--- src/periph_macros.svh ---
`ifndef PERIPH_MACROS_SVH
`define PERIPH_MACROS_SVH

// high address byte of each memory-mapped page
`define PAGE_JOYSTICK 8'h81
`define PAGE_ANALOG_L 8'h82
`define PAGE_ANALOG_R 8'h83
`define PAGE_PADDLE 8'h84
`define PAGE_SPINNER 8'h85
`define PAGE_PS2_KEY 8'h86
`define PAGE_PS2_MOUSE 8'h87
`define PAGE_TIMESTAMP 8'h88
`define PAGE_TIMER 8'h89

// clk_24 cycles per millisecond
`define TIMER_DIV_DEFAULT 32'd24000

// input widths in bits
`define JOY_BITS 192
`define ANALOG_BITS 96
`define PADDLE_BITS 48
`define SPINNER_BITS 96
`define PS2_KEY_BITS 11
`define PS2_MOUSE_BITS 48
`define TIMESTAMP_BITS 33

`endif

--- src/periph_pkg.sv ---
`include "periph_macros.svh"

// shared types for the peripheral bus window
package periph_pkg;

	// cpu side address and data
	typedef logic [15:0] cpu_addr_t;
	typedef logic [7:0] byte_t;

	// millisecond count, wraps at 16 bits
	typedef logic [15:0] timer_t;

	// one bus request, write high for a store
	typedef struct packed {
		cpu_addr_t addr;
		byte_t wdata;
		logic write;
	} bus_req_t;

	// player input bundle, joystick in the top bits
	typedef struct packed {
		logic [`JOY_BITS-1:0] joystick;
		logic [`ANALOG_BITS-1:0] analog_l;
		logic [`ANALOG_BITS-1:0] analog_r;
		logic [`PADDLE_BITS-1:0] paddle;
		logic [`SPINNER_BITS-1:0] spinner;
		logic [`PS2_KEY_BITS-1:0] ps2_key;
		logic [`PS2_MOUSE_BITS-1:0] ps2_mouse;
		logic [`TIMESTAMP_BITS-1:0] timestamp;
	} player_inputs_t;

	// registered answer from one part to the responder
	typedef struct packed {
		logic hit;
		byte_t data;
	} part_result_t;

endpackage

--- src/bus_responder.sv ---
`timescale 1ns/1ps

// request/response handshake and the two stage pipeline
// stage one is the part result registers, stage two the response register
module bus_responder (
	input logic clk_24,
	input logic rst_n,
	input logic req_valid,
	output logic req_ready,
	output logic advance,
	input periph_pkg::part_result_t reader_result,
	input periph_pkg::part_result_t timer_result,
	output periph_pkg::byte_t rsp_data,
	output logic rsp_valid,
	input logic rsp_ready
);
	// set once out of reset, opens the request side
	logic run;
	// stage one holds a request's part results
	logic s1_valid;
	logic stall;
	periph_pkg::byte_t merged;

	// response held by the master, whole pipe freezes
	assign stall = rsp_valid && !rsp_ready;

	// one request per cycle unless frozen
	assign req_ready = run && !stall;

	// parts capture on this edge
	assign advance = req_valid && req_ready;

	// at most one part hits a given page
	always_comb
	begin
		if (reader_result.hit)
			merged = reader_result.data;
		else if (timer_result.hit)
			merged = timer_result.data;
		else
			// unmapped page or write
			merged = '0;
	end

	always_ff @(posedge clk_24)
	begin
		if (!rst_n)
			run <= 1'b0;
		else
			run <= 1'b1;
	end

	// valid flags step forward on every unfrozen edge
	always_ff @(posedge clk_24)
	begin
		if (!rst_n)
		begin
			s1_valid <= 1'b0;
			rsp_valid <= 1'b0;
		end
		else if (!stall)
		begin
			s1_valid <= advance;
			rsp_valid <= s1_valid;
		end
	end

	// response byte, loaded from stage one
	always_ff @(posedge clk_24)
	begin
		if (!stall && s1_valid)
			rsp_data <= merged;
	end

endmodule

--- src/input_port_reader.sv ---
`timescale 1ns/1ps
`include "periph_macros.svh"

// byte readout of the player inputs, pages 0x81 to 0x88
module input_port_reader (
	input logic clk_24,
	input logic rst_n,
	input logic advance,
	input periph_pkg::bus_req_t req,
	input periph_pkg::player_inputs_t inputs,
	output periph_pkg::part_result_t result
);
	// 32 bytes covers the widest 5-bit index
	localparam int PAD_BITS = 256;

	periph_pkg::byte_t page;
	periph_pkg::byte_t sel_data;
	logic sel_hit;
	logic hit_q;
	periph_pkg::byte_t data_q;

	// zero padded copies, so out of range bytes read 0
	logic [PAD_BITS-1:0] joy_pad;
	logic [PAD_BITS-1:0] anl_pad;
	logic [PAD_BITS-1:0] anr_pad;
	logic [PAD_BITS-1:0] pad_pad;
	logic [PAD_BITS-1:0] spin_pad;
	logic [PAD_BITS-1:0] key_pad;
	logic [PAD_BITS-1:0] mouse_pad;
	logic [PAD_BITS-1:0] ts_pad;

	// byte idx of a padded vector
	function automatic periph_pkg::byte_t pick_byte(
		input logic [PAD_BITS-1:0] src,
		input logic [4:0] idx
	);
		return src[{idx, 3'b000} +: 8];
	endfunction

	assign page = req.addr[15:8];
	assign joy_pad = {{(PAD_BITS-`JOY_BITS){1'b0}}, inputs.joystick};
	assign anl_pad = {{(PAD_BITS-`ANALOG_BITS){1'b0}}, inputs.analog_l};
	assign anr_pad = {{(PAD_BITS-`ANALOG_BITS){1'b0}}, inputs.analog_r};
	assign pad_pad = {{(PAD_BITS-`PADDLE_BITS){1'b0}}, inputs.paddle};
	assign spin_pad = {{(PAD_BITS-`SPINNER_BITS){1'b0}}, inputs.spinner};
	assign key_pad = {{(PAD_BITS-`PS2_KEY_BITS){1'b0}}, inputs.ps2_key};
	assign mouse_pad = {{(PAD_BITS-`PS2_MOUSE_BITS){1'b0}}, inputs.ps2_mouse};
	assign ts_pad = {{(PAD_BITS-`TIMESTAMP_BITS){1'b0}}, inputs.timestamp};

	// page decode, index width per input
	always_comb
	begin
		sel_hit = 1'b1;
		sel_data = '0;
		case (page)
			`PAGE_JOYSTICK: sel_data = pick_byte(joy_pad, req.addr[4:0]);
			`PAGE_ANALOG_L: sel_data = pick_byte(anl_pad, {1'b0, req.addr[3:0]});
			`PAGE_ANALOG_R: sel_data = pick_byte(anr_pad, {1'b0, req.addr[3:0]});
			`PAGE_PADDLE: sel_data = pick_byte(pad_pad, {2'b00, req.addr[2:0]});
			`PAGE_SPINNER: sel_data = pick_byte(spin_pad, {1'b0, req.addr[3:0]});
			`PAGE_PS2_KEY: sel_data = pick_byte(key_pad, {4'b0000, req.addr[0]});
			`PAGE_PS2_MOUSE: sel_data = pick_byte(mouse_pad, {2'b00, req.addr[2:0]});
			`PAGE_TIMESTAMP: sel_data = pick_byte(ts_pad, {2'b00, req.addr[2:0]});
			default: sel_hit = 1'b0;
		endcase
		// inputs are read only
		if (req.write)
		begin
			sel_hit = 1'b0;
			sel_data = '0;
		end
	end

	always_ff @(posedge clk_24)
	begin
		if (!rst_n)
			hit_q <= 1'b0;
		else if (advance)
			hit_q <= sel_hit;
	end

	// captured with the request, held while stalled
	always_ff @(posedge clk_24)
	begin
		if (advance)
			data_q <= sel_data;
	end

	assign result = '{hit: hit_q, data: data_q};

endmodule

--- src/ms_timer.sv ---
`timescale 1ns/1ps
`include "periph_macros.svh"

// millisecond counter on page 0x89, any write clears it
module ms_timer #(
	parameter logic [31:0] div = `TIMER_DIV_DEFAULT
) (
	input logic clk_24,
	input logic rst_n,
	input logic advance,
	input periph_pkg::bus_req_t req,
	output periph_pkg::part_result_t result
);
	periph_pkg::byte_t page;
	logic sel;
	logic clear;
	logic tick;
	logic [31:0] prescale;
	periph_pkg::timer_t count;
	logic hit_q;
	periph_pkg::byte_t data_q;

	assign page = req.addr[15:8];
	assign sel = (page == `PAGE_TIMER);
	// clear only when the write is actually accepted
	assign clear = advance && sel && req.write;
	// last prescaler cycle of a millisecond
	assign tick = (prescale == div - 32'd1);

	always_ff @(posedge clk_24)
	begin
		if (!rst_n || clear)
		begin
			prescale <= '0;
			count <= '0;
		end
		else if (tick)
		begin
			prescale <= '0;
			// wraps at 16 bits
			count <= count + 16'd1;
		end
		else
			prescale <= prescale + 32'd1;
	end

	always_ff @(posedge clk_24)
	begin
		if (!rst_n)
			hit_q <= 1'b0;
		else if (advance)
			hit_q <= sel && !req.write;
	end

	// count as seen before the advance edge, low or high byte
	always_ff @(posedge clk_24)
	begin
		if (advance)
			data_q <= req.addr[0] ? count[15:8] : count[7:0];
	end

	assign result = '{hit: hit_q, data: data_q};

endmodule

--- src/periph_bus_top.sv ---
`timescale 1ns/1ps
`include "periph_macros.svh"

// peripheral window of the cpu bus, pages 0x81 to 0x89
module periph_bus_top #(
	parameter logic [31:0] timer_div = `TIMER_DIV_DEFAULT
) (
	input logic clk_24,
	input logic rst_n,
	input periph_pkg::bus_req_t req,
	input logic req_valid,
	output logic req_ready,
	output periph_pkg::byte_t rsp_data,
	output logic rsp_valid,
	input logic rsp_ready,
	input periph_pkg::player_inputs_t inputs
);
	logic advance;
	periph_pkg::part_result_t reader_result;
	periph_pkg::part_result_t timer_result;

	// joystick, analog, paddle, spinner, ps2 and timestamp pages
	input_port_reader u_reader (
		.clk_24(clk_24),
		.rst_n(rst_n),
		.advance(advance),
		.req(req),
		.inputs(inputs),
		.result(reader_result)
	);

	// timer page
	ms_timer #(
		.div(timer_div)
	) u_timer (
		.clk_24(clk_24),
		.rst_n(rst_n),
		.advance(advance),
		.req(req),
		.result(timer_result)
	);

	// handshake and result merge
	bus_responder u_responder (
		.clk_24(clk_24),
		.rst_n(rst_n),
		.req_valid(req_valid),
		.req_ready(req_ready),
		.advance(advance),
		.reader_result(reader_result),
		.timer_result(timer_result),
		.rsp_data(rsp_data),
		.rsp_valid(rsp_valid),
		.rsp_ready(rsp_ready)
	);

endmodule

--- config.mk ---
export PLATFORM = sky130hd
export DESIGN_NAME = periph_bus_top
export DESIGN_NICKNAME = d
export VERILOG_FILES = /design/src/periph_pkg.sv /design/src/bus_responder.sv /design/src/input_port_reader.sv /design/src/ms_timer.sv /design/src/periph_bus_top.sv
export VERILOG_INCLUDE_DIRS = /design/src /design/src/src
export SDC_FILE = /design/constraint.sdc
export NUM_CORES = 1
export LEC_CHECK = 0
export BUFFER_PORTS_ARGS = -buffer_cell sky130_fd_sc_hd__buf_4
export CAP_MARGIN = 0
export CORE_AREA = 2 2 258 260
export DETAILED_ROUTE_END_ITERATION = 6
export DIE_AREA = 0 0 260 262
export PLACE_DENSITY = 0.34
export SYNTH_ARGS = -nofsm -noshare
export SYNTH_HDL_FRONTEND = slang
export SYNTH_HIERARCHICAL = 1
export SYNTH_SLANG_ARGS = --single-unit
export TNS_END_PERCENT = 50
--- constraint.sdc ---
create_clock -name clk_24 -period 3.2 [get_ports clk_24]
set_input_delay 0.32 -clock clk_24 [delete_from_list [all_inputs] [get_ports clk_24]]
set_output_delay 0.32 -clock clk_24 [all_outputs]
set_load 0.01 [all_outputs]
==> out/metrics.cfg, run 1 <==
[sta]
fin_crit_sh_pct = 90.4
max_freq_mhz = 346
timing_hold_violations_final = 0
slew_headroom_pct = 35.9
slew_viol_final = 0
tightest_slew_ps = 962
rsz0062_at_grt = false
finClkSkew_ps = 10.8
tns_ps = 0
setup_violations = 0
period_minus_slack_ps = 2890

[hold_path]
hold_class = primary input to flop
holdCritStartpoint = rst_n

[route]
vias = 12700
vias_per_cell = 4.93
routedWlPerCell_um = 30.4
first_pass_iters = 7
drtIter0Drc = 943
drc_errors = 0
postRouteAntennaNets = 0
finalWirelength_mm = 78.3

[layout]
n_fill_cell = 7184
stdcell_count = 2576
seqCellArea_mm2 = 0.00178
multiInputGateArea_mm2 = 0.00715
syn2layout_area_growth_pct = 69.1
fin_util_pct = 25.0
fin_area_mm2 = 0.0163
drive_gt1_share_pct = 53.7
nets = 2353

[pwr]
swShare_pct = 30.8
total_power_mw = 3.61
leakagePower_nw = 6.51
clkPwrFrac_pct = 29.3
internal_power_mw = 2.50
pwr_density_cell_mw_per_mm2 = 222
irDropWorstVdd_uv = 224
switching_power_mw = 1.11
pwr-share-seq_pct = 28.4
combPwrFrac_pct = 42.3

[yosys]
ys_ff_latch = 77
synth_ff_type = dfxtp_1
ys_seq_area_share_pct = 18.5
synth_nets = 1696
syn_inst = 1045
synth_compound_area_share_pct = 30.2
netlist_area_mm2 = 0.00963
netlist.area_leader.share_pct = 18.5
netlist_top_cells_count = mux4_2 (79), a221oi_1 (76), nand2_1 (63), dfxtp_1 (53), a21oi_1 (48)
synth-simple-area-share_pct = 21.0
synth_fa_ha_area_share_pct = 0.260
synth_top_family_by_area = compound AO/OA/AOI/OAI gates
synthXorXnorAreaFrac_pct = 1.27
async_flop_share_pct = 0
ys_top_cells_by_area = mux4_2 (18%), dfxtp_1 (11%), edfxtp_1 (7.5%)
yosysMostFrequentCell = mux4_2
ys_warn_count = 6
yosysTopAreaCell = mux4_2
syn-mean-instance-area_um2 = 9.22
synthMuxAreaShare_pct = 21.1
synth-edff-count = 24
synth.distinct_cells = 92

[clock_tree]
clk_pin_slew_ps = 60
cts-buffers-inserted = 9
cts_sinks = 77
htree_num_levels = 3
cts-root-buf = clkbuf_16
insertion_delay_ps = 340
postCtsResizedCells = 0
post_cts_buffers = 0
cts_tree = yes
cts_hold_buffers = 0
cts_buffer_depth = 2

[die]
die_h_um = 262
start_util_pct = 14.8
design.die.area_mm2 = 0.0681
core_area_mm2 = 0.0653
die_width_um = 260
ioPinCount = 659
row_count = 94

[critical_path]
startpoint = req[9]
cp_max_fo = 18
end_kind = flop
critPathMaxStageDelay_ps = 600
path_cells = buf_6 > buf_4 > mux4_2 > mux2_2 > a22oi_1 > buf_4 > o311ai_0 > a311oi_1 > o22ai_1
path_buf_inv = 3
cp_top_family = compound AO/OA/AOI/OAI gates
crit_path_frequent_cell = buf_4
critical_path_class = primary input to flop
required_ps = 3250
setup.worst_path.start_class = primary input
r2r_start = u_timer/prescale[0]$_SDFF_PP0_
crit_arrival_ps = 2940
cp_slowest_cell = a311oi_1

[place]
placed_cell_area_mm2 = 0.0160
dp.cells = 2555
port_buffers = 647
hpwl_mm = 67.8
finalWeightedCongestion = 0.962

[global_routing]
grt_pass1_wl_mm = 105
grt_pass1_vias = 13100
grt_overflow_total = 0
antenna_found_initial = 16
grt_max_degree = 43
track_usage_pct = 22.1

[job]
maxCapViolCount = 0

[outcome]
status = finished clean

## power by group through the flow
stage | clock [mW] | combinational (mW) | sequential (mW)
after floorplan | 0 | 0.537 | 1.05
after global placement | 0 | 1.52 | 1.05
after detailed placement | 0 | 1.53 | 1.05
after CTS | 1.10 | 1.53 | 1.03
after global routing | 1.14 | 1.61 | 1.03
final | 1.06 | 1.53 | 1.03
## final cells by class
type                            count  area share [%]
Clock inverter                      6           0.430
Inverter                           16           0.369
Multi-Input combinational cell    831            43.9
Antenna cell                        5          0.0768
Timing Repair Buffer              767            36.2
Clock buffer                       10            1.41
Tap cell                          864            6.64
Sequential cell                    77            10.9
## registers in the layout (all words and copies together), names as in the netlist
name                   cells
u_responder/rsp_valid      1
u_timer/hit_q              1
u_timer/prescale          32
u_timer/data_q             8
u_reader/hit_q             1
u_responder/run            1
u_responder/rsp_data       8
u_timer/count             16
u_reader/data_q            8
u_responder/s1_valid       1
## worst paths after layout
path	cells after the start	to	slack, ps
worst max-delay path	9	u_reader/data_q[1]$_SDFFCE_PP0P_	310
worst min-delay path	1	u_responder/run$_DFF_P_	120
worst max register to register	5	u_timer/count[3]$_SDFFE_PP0N_	710
worst min register to register	2	u_responder/s1_valid$_SDFFE_PN0N_	480
## per-stage QoR
stage               setup WS [ps]  hold slack (ps)
floorplan                     768              348
global placement            -34.5              458
detailed placement          -44.0              466
CTS                           316              103
global route                  250              104
finish                        306              124
## worst register-to-register path, cell delays in order (launching register included)
cell and delay [ps]:
dfxtp_1 380, ha_1 250, and4_1 360, nand4_2 580, or4_1 690, a21oi_1 160
## cell usage in the layout (no fill, tap or decap), types with 6 or more instances in the layout
cell type and instances:
a21oi_1 48, nor2_1 43, inv_1 14, clkbuf_16 9
nand3b_1 7, a41oi_1 7, dfxtp_1 53, edfxtp_1 24
and2_1 7, or4_1 28, or3_1 7, nand2_1 63
mux4_2 79, nor3_1 20, xor2_1 12, mux2_2 21
nand2b_1 12, nand3_1 30, a221o_1 10, o31ai_1 34
a211oi_1 8, o21ai_0 32, o221ai_1 6, a22o_1 35
o32ai_1 7, nand4_1 25, a311oi_1 9, nor4_1 18
and4_1 12, a221oi_1 76, o2bb2ai_1 8, and3_1 8
a22oi_1 38, nor2b_1 14, buf_12 11, o311ai_0 8
buf_4 755
## kinds of logic after synthesis
logic type	count (synthesis)
muxes	102
buffers and inverters	137
and+or+nand+nor	335
AOI/OAI and AO/OA	378
adders and majority gates	2
DFF	77
xor gates and xnor gates	14
## per-layer routing
layer  share of wire (%)  vias up  GRT usage [%]
li1                    -     5736              -
met1                  45     6375           30.2
met2                  48      550           36.8
met3                 7.0       32           5.03
met4                0.61        0           1.58
met5                   0        -              0
Power figures use the tool's default switching activity.
==> inputs of run 2 (changes only) <==
- PLACE_DENSITY: 0.34 -> 0.42
- clock period: 3.2 -> 3.02 ns (I/O delays scaled with it)
==> out/metrics.cfg, run 2 (synthesis results as in run 1) <==
[route]
vias_per_cell = 5.05  ; +2.5%
finalWirelength_mm = 78.6  ; +0.38%
drc_errors = 0  ; unchanged
routedWlPerCell_um = 30.3  ; -0.28%
first_pass_iters = 6  ; -1
drtIter0Drc = 1155  ; +22%
postRouteAntennaNets = 0  ; unchanged
vias = 13100  ; +3.1%

[place]
port_buffers = 647  ; unchanged
finalWeightedCongestion = 1.01  ; +4.6%
placed_cell_area_mm2 = 0.0161  ; +0.74%
hpwl_mm = 67.6  ; -0.22%

[clock_tree]
cts_buffer_depth = 2  ; unchanged
cts_tree = yes
insertion_delay_ps = 340  ; about the same
cts-root-buf = clkbuf_16
cts-buffers-inserted = 9  ; unchanged
cts_sinks = 77  ; unchanged
clk_pin_slew_ps = 60  ; about the same
htree_num_levels = 3  ; unchanged

[die]
ioPinCount = 659  ; unchanged
design.die.area_mm2 = 0.0681  ; unchanged
start_util_pct = 14.8  ; unchanged
die_h_um = 262  ; unchanged
core_area_mm2 = 0.0653  ; unchanged
row_count = 94  ; unchanged
die_width_um = 260  ; unchanged

[layout]
nets = 2358  ; +0.21%
fin_util_pct = 25.2  ; +0.24 points
fin_area_mm2 = 0.0164  ; +0.96%
largest_reg_flops = 32  ; unchanged
reg_top3 = u_timer/prescale (32), u_timer/count (16)
n_fill_cell = 7231  ; +0.65%
multiInputGateArea_mm2 = 0.00717  ; +0.19%
syn2layout_area_growth_pct = 70.7
largest_register = u_timer/prescale
seqCellArea_mm2 = 0.00178  ; unchanged
drive_gt1_share_pct = 53.9  ; +0.19 points
final_cell_mix = buf_4 (754), mux4_2 (79), a221oi_1 (76)
final_common_cell = buf_4

[pwr]
irDropWorstVdd_uv = 235  ; +5.2%
pwr_density_cell_mw_per_mm2 = 235  ; +6.1%
leakagePower_nw = 6.59  ; +1.2%
total_power_mw = 3.87  ; +7.1%

[critical_path]
setup.worst_path.start_class = primary input
required_ps = 3110  ; -140 ps
cp_slowest_cell = nor4b_2
critical_path_class = primary input to flop
crit_path_frequent_cell = buf_4
crit_arrival_ps = 3100  ; +160 ps
critPathMaxStageDelay_ps = 560  ; -40 ps
path_buf_inv = 4  ; +1
cp_max_fo = 12  ; -6
path_cells = buf_4 > nor4b_2 > buf_4 > o21ai_2 > buf_12 > o2bb2ai_1 > mux4_2 > a211oi_1 > buf_4 > o32ai_1
startpoint = req[22]
cp_top_family = compound AO/OA/AOI/OAI gates
r2r_start = u_timer/prescale[6]$_SDFF_PP0_
end_kind = flop

[global_routing]
grt_pass1_vias = 13300  ; +1.1%
grt_overflow_total = 0  ; unchanged
globalRouteMet2Util_pct = 37.5  ; +0.67 points
grt_pass1_wl_mm = 105  ; -0.30%
track_usage_pct = 22.0  ; -0.050 points
antenna_found_initial = 36  ; +20
grt.met1_usage_pct = 29.5  ; -0.72 points
grt_most_used_layer = met2
grt_use_met3_pct = 4.22  ; -0.81 points
grt_max_degree = 40  ; -7.0%

[sta]
slew_headroom_pct = 45.0  ; +9.1 points
fin_crit_sh_pct = 99.8
setup_violations = 0  ; unchanged
tightest_slew_ps = 804  ; -158 ps
finClkSkew_ps = 11.9  ; +1.03 ps
max_freq_mhz = 332
tns_ps = 0  ; unchanged
rsz0062_at_grt = false
hold_slack_ps = 97.0  ; -26.5 ps
slew_viol_final = 0  ; unchanged
period_minus_slack_ps = 3010
timing_hold_violations_final = 0  ; unchanged

[job]
maxCapViolCount = 0  ; unchanged

[hold_path]
hold_class = primary input to flop
holdCritStartpoint = rst_n

[outcome]
status = finished clean

==> run 2: power by group <==
group	total, mW	switching, mW	internal (mW)
Clock	1.12	0.472	0.649
Sequential	1.09	0.00968	1.08
Combinational	1.66	0.724	0.939
==> run 2: metrics by stage <==
stage	setup WS, ps	std cells
2_1_floorplan	606	1045
3_3_place_gp	-312	2560
3_5_place_dp	-256	2560
4_1_cts	90.6	2576
5_1_grt	49.1	2585
6_report	7.11	2593
==> run 2: worst paths after layout <==
kind	cells after the start	slack [ps]	endpoint
worst max-delay path	10	7	u_reader/data_q[0]$_SDFFCE_PP0P_
worst min-delay path	1	100	u_responder/run$_DFF_P_
worst max register to register	5	670	u_timer/prescale[7]$_SDFF_PP0_
worst min register to register	2	480	u_responder/s1_valid$_SDFFE_PN0N_
==> run 2: what timing repair did <==
action,CTS,global route
endpoints found under the setup margin,0,1
endpoints found under the hold margin,0,0
setup buffers,0,0
resized for setup,0,1
hold buffers,0,0
==> run 2: cell type report <==
| cell class | instances | share of cell area (%) |
|---|---|---|
| multi-input combinational | 831 | 43.6 |
| timing repair buffer | 772 | 36.6 |
| sequential | 77 | 10.8 |
| tap | 864 | 6.57 |
| clock buffer | 10 | 1.39 |
| clock inverter | 6 | 0.426 |
| inverter | 16 | 0.365 |
| antenna | 17 | 0.259 |
==> run 2: routing by layer <==
layer	routed length, µm	vias up
met5	9	-
met4	860	2
met3	5700	62
met2	38100	694
met1	33900	6565
li1	-	5769
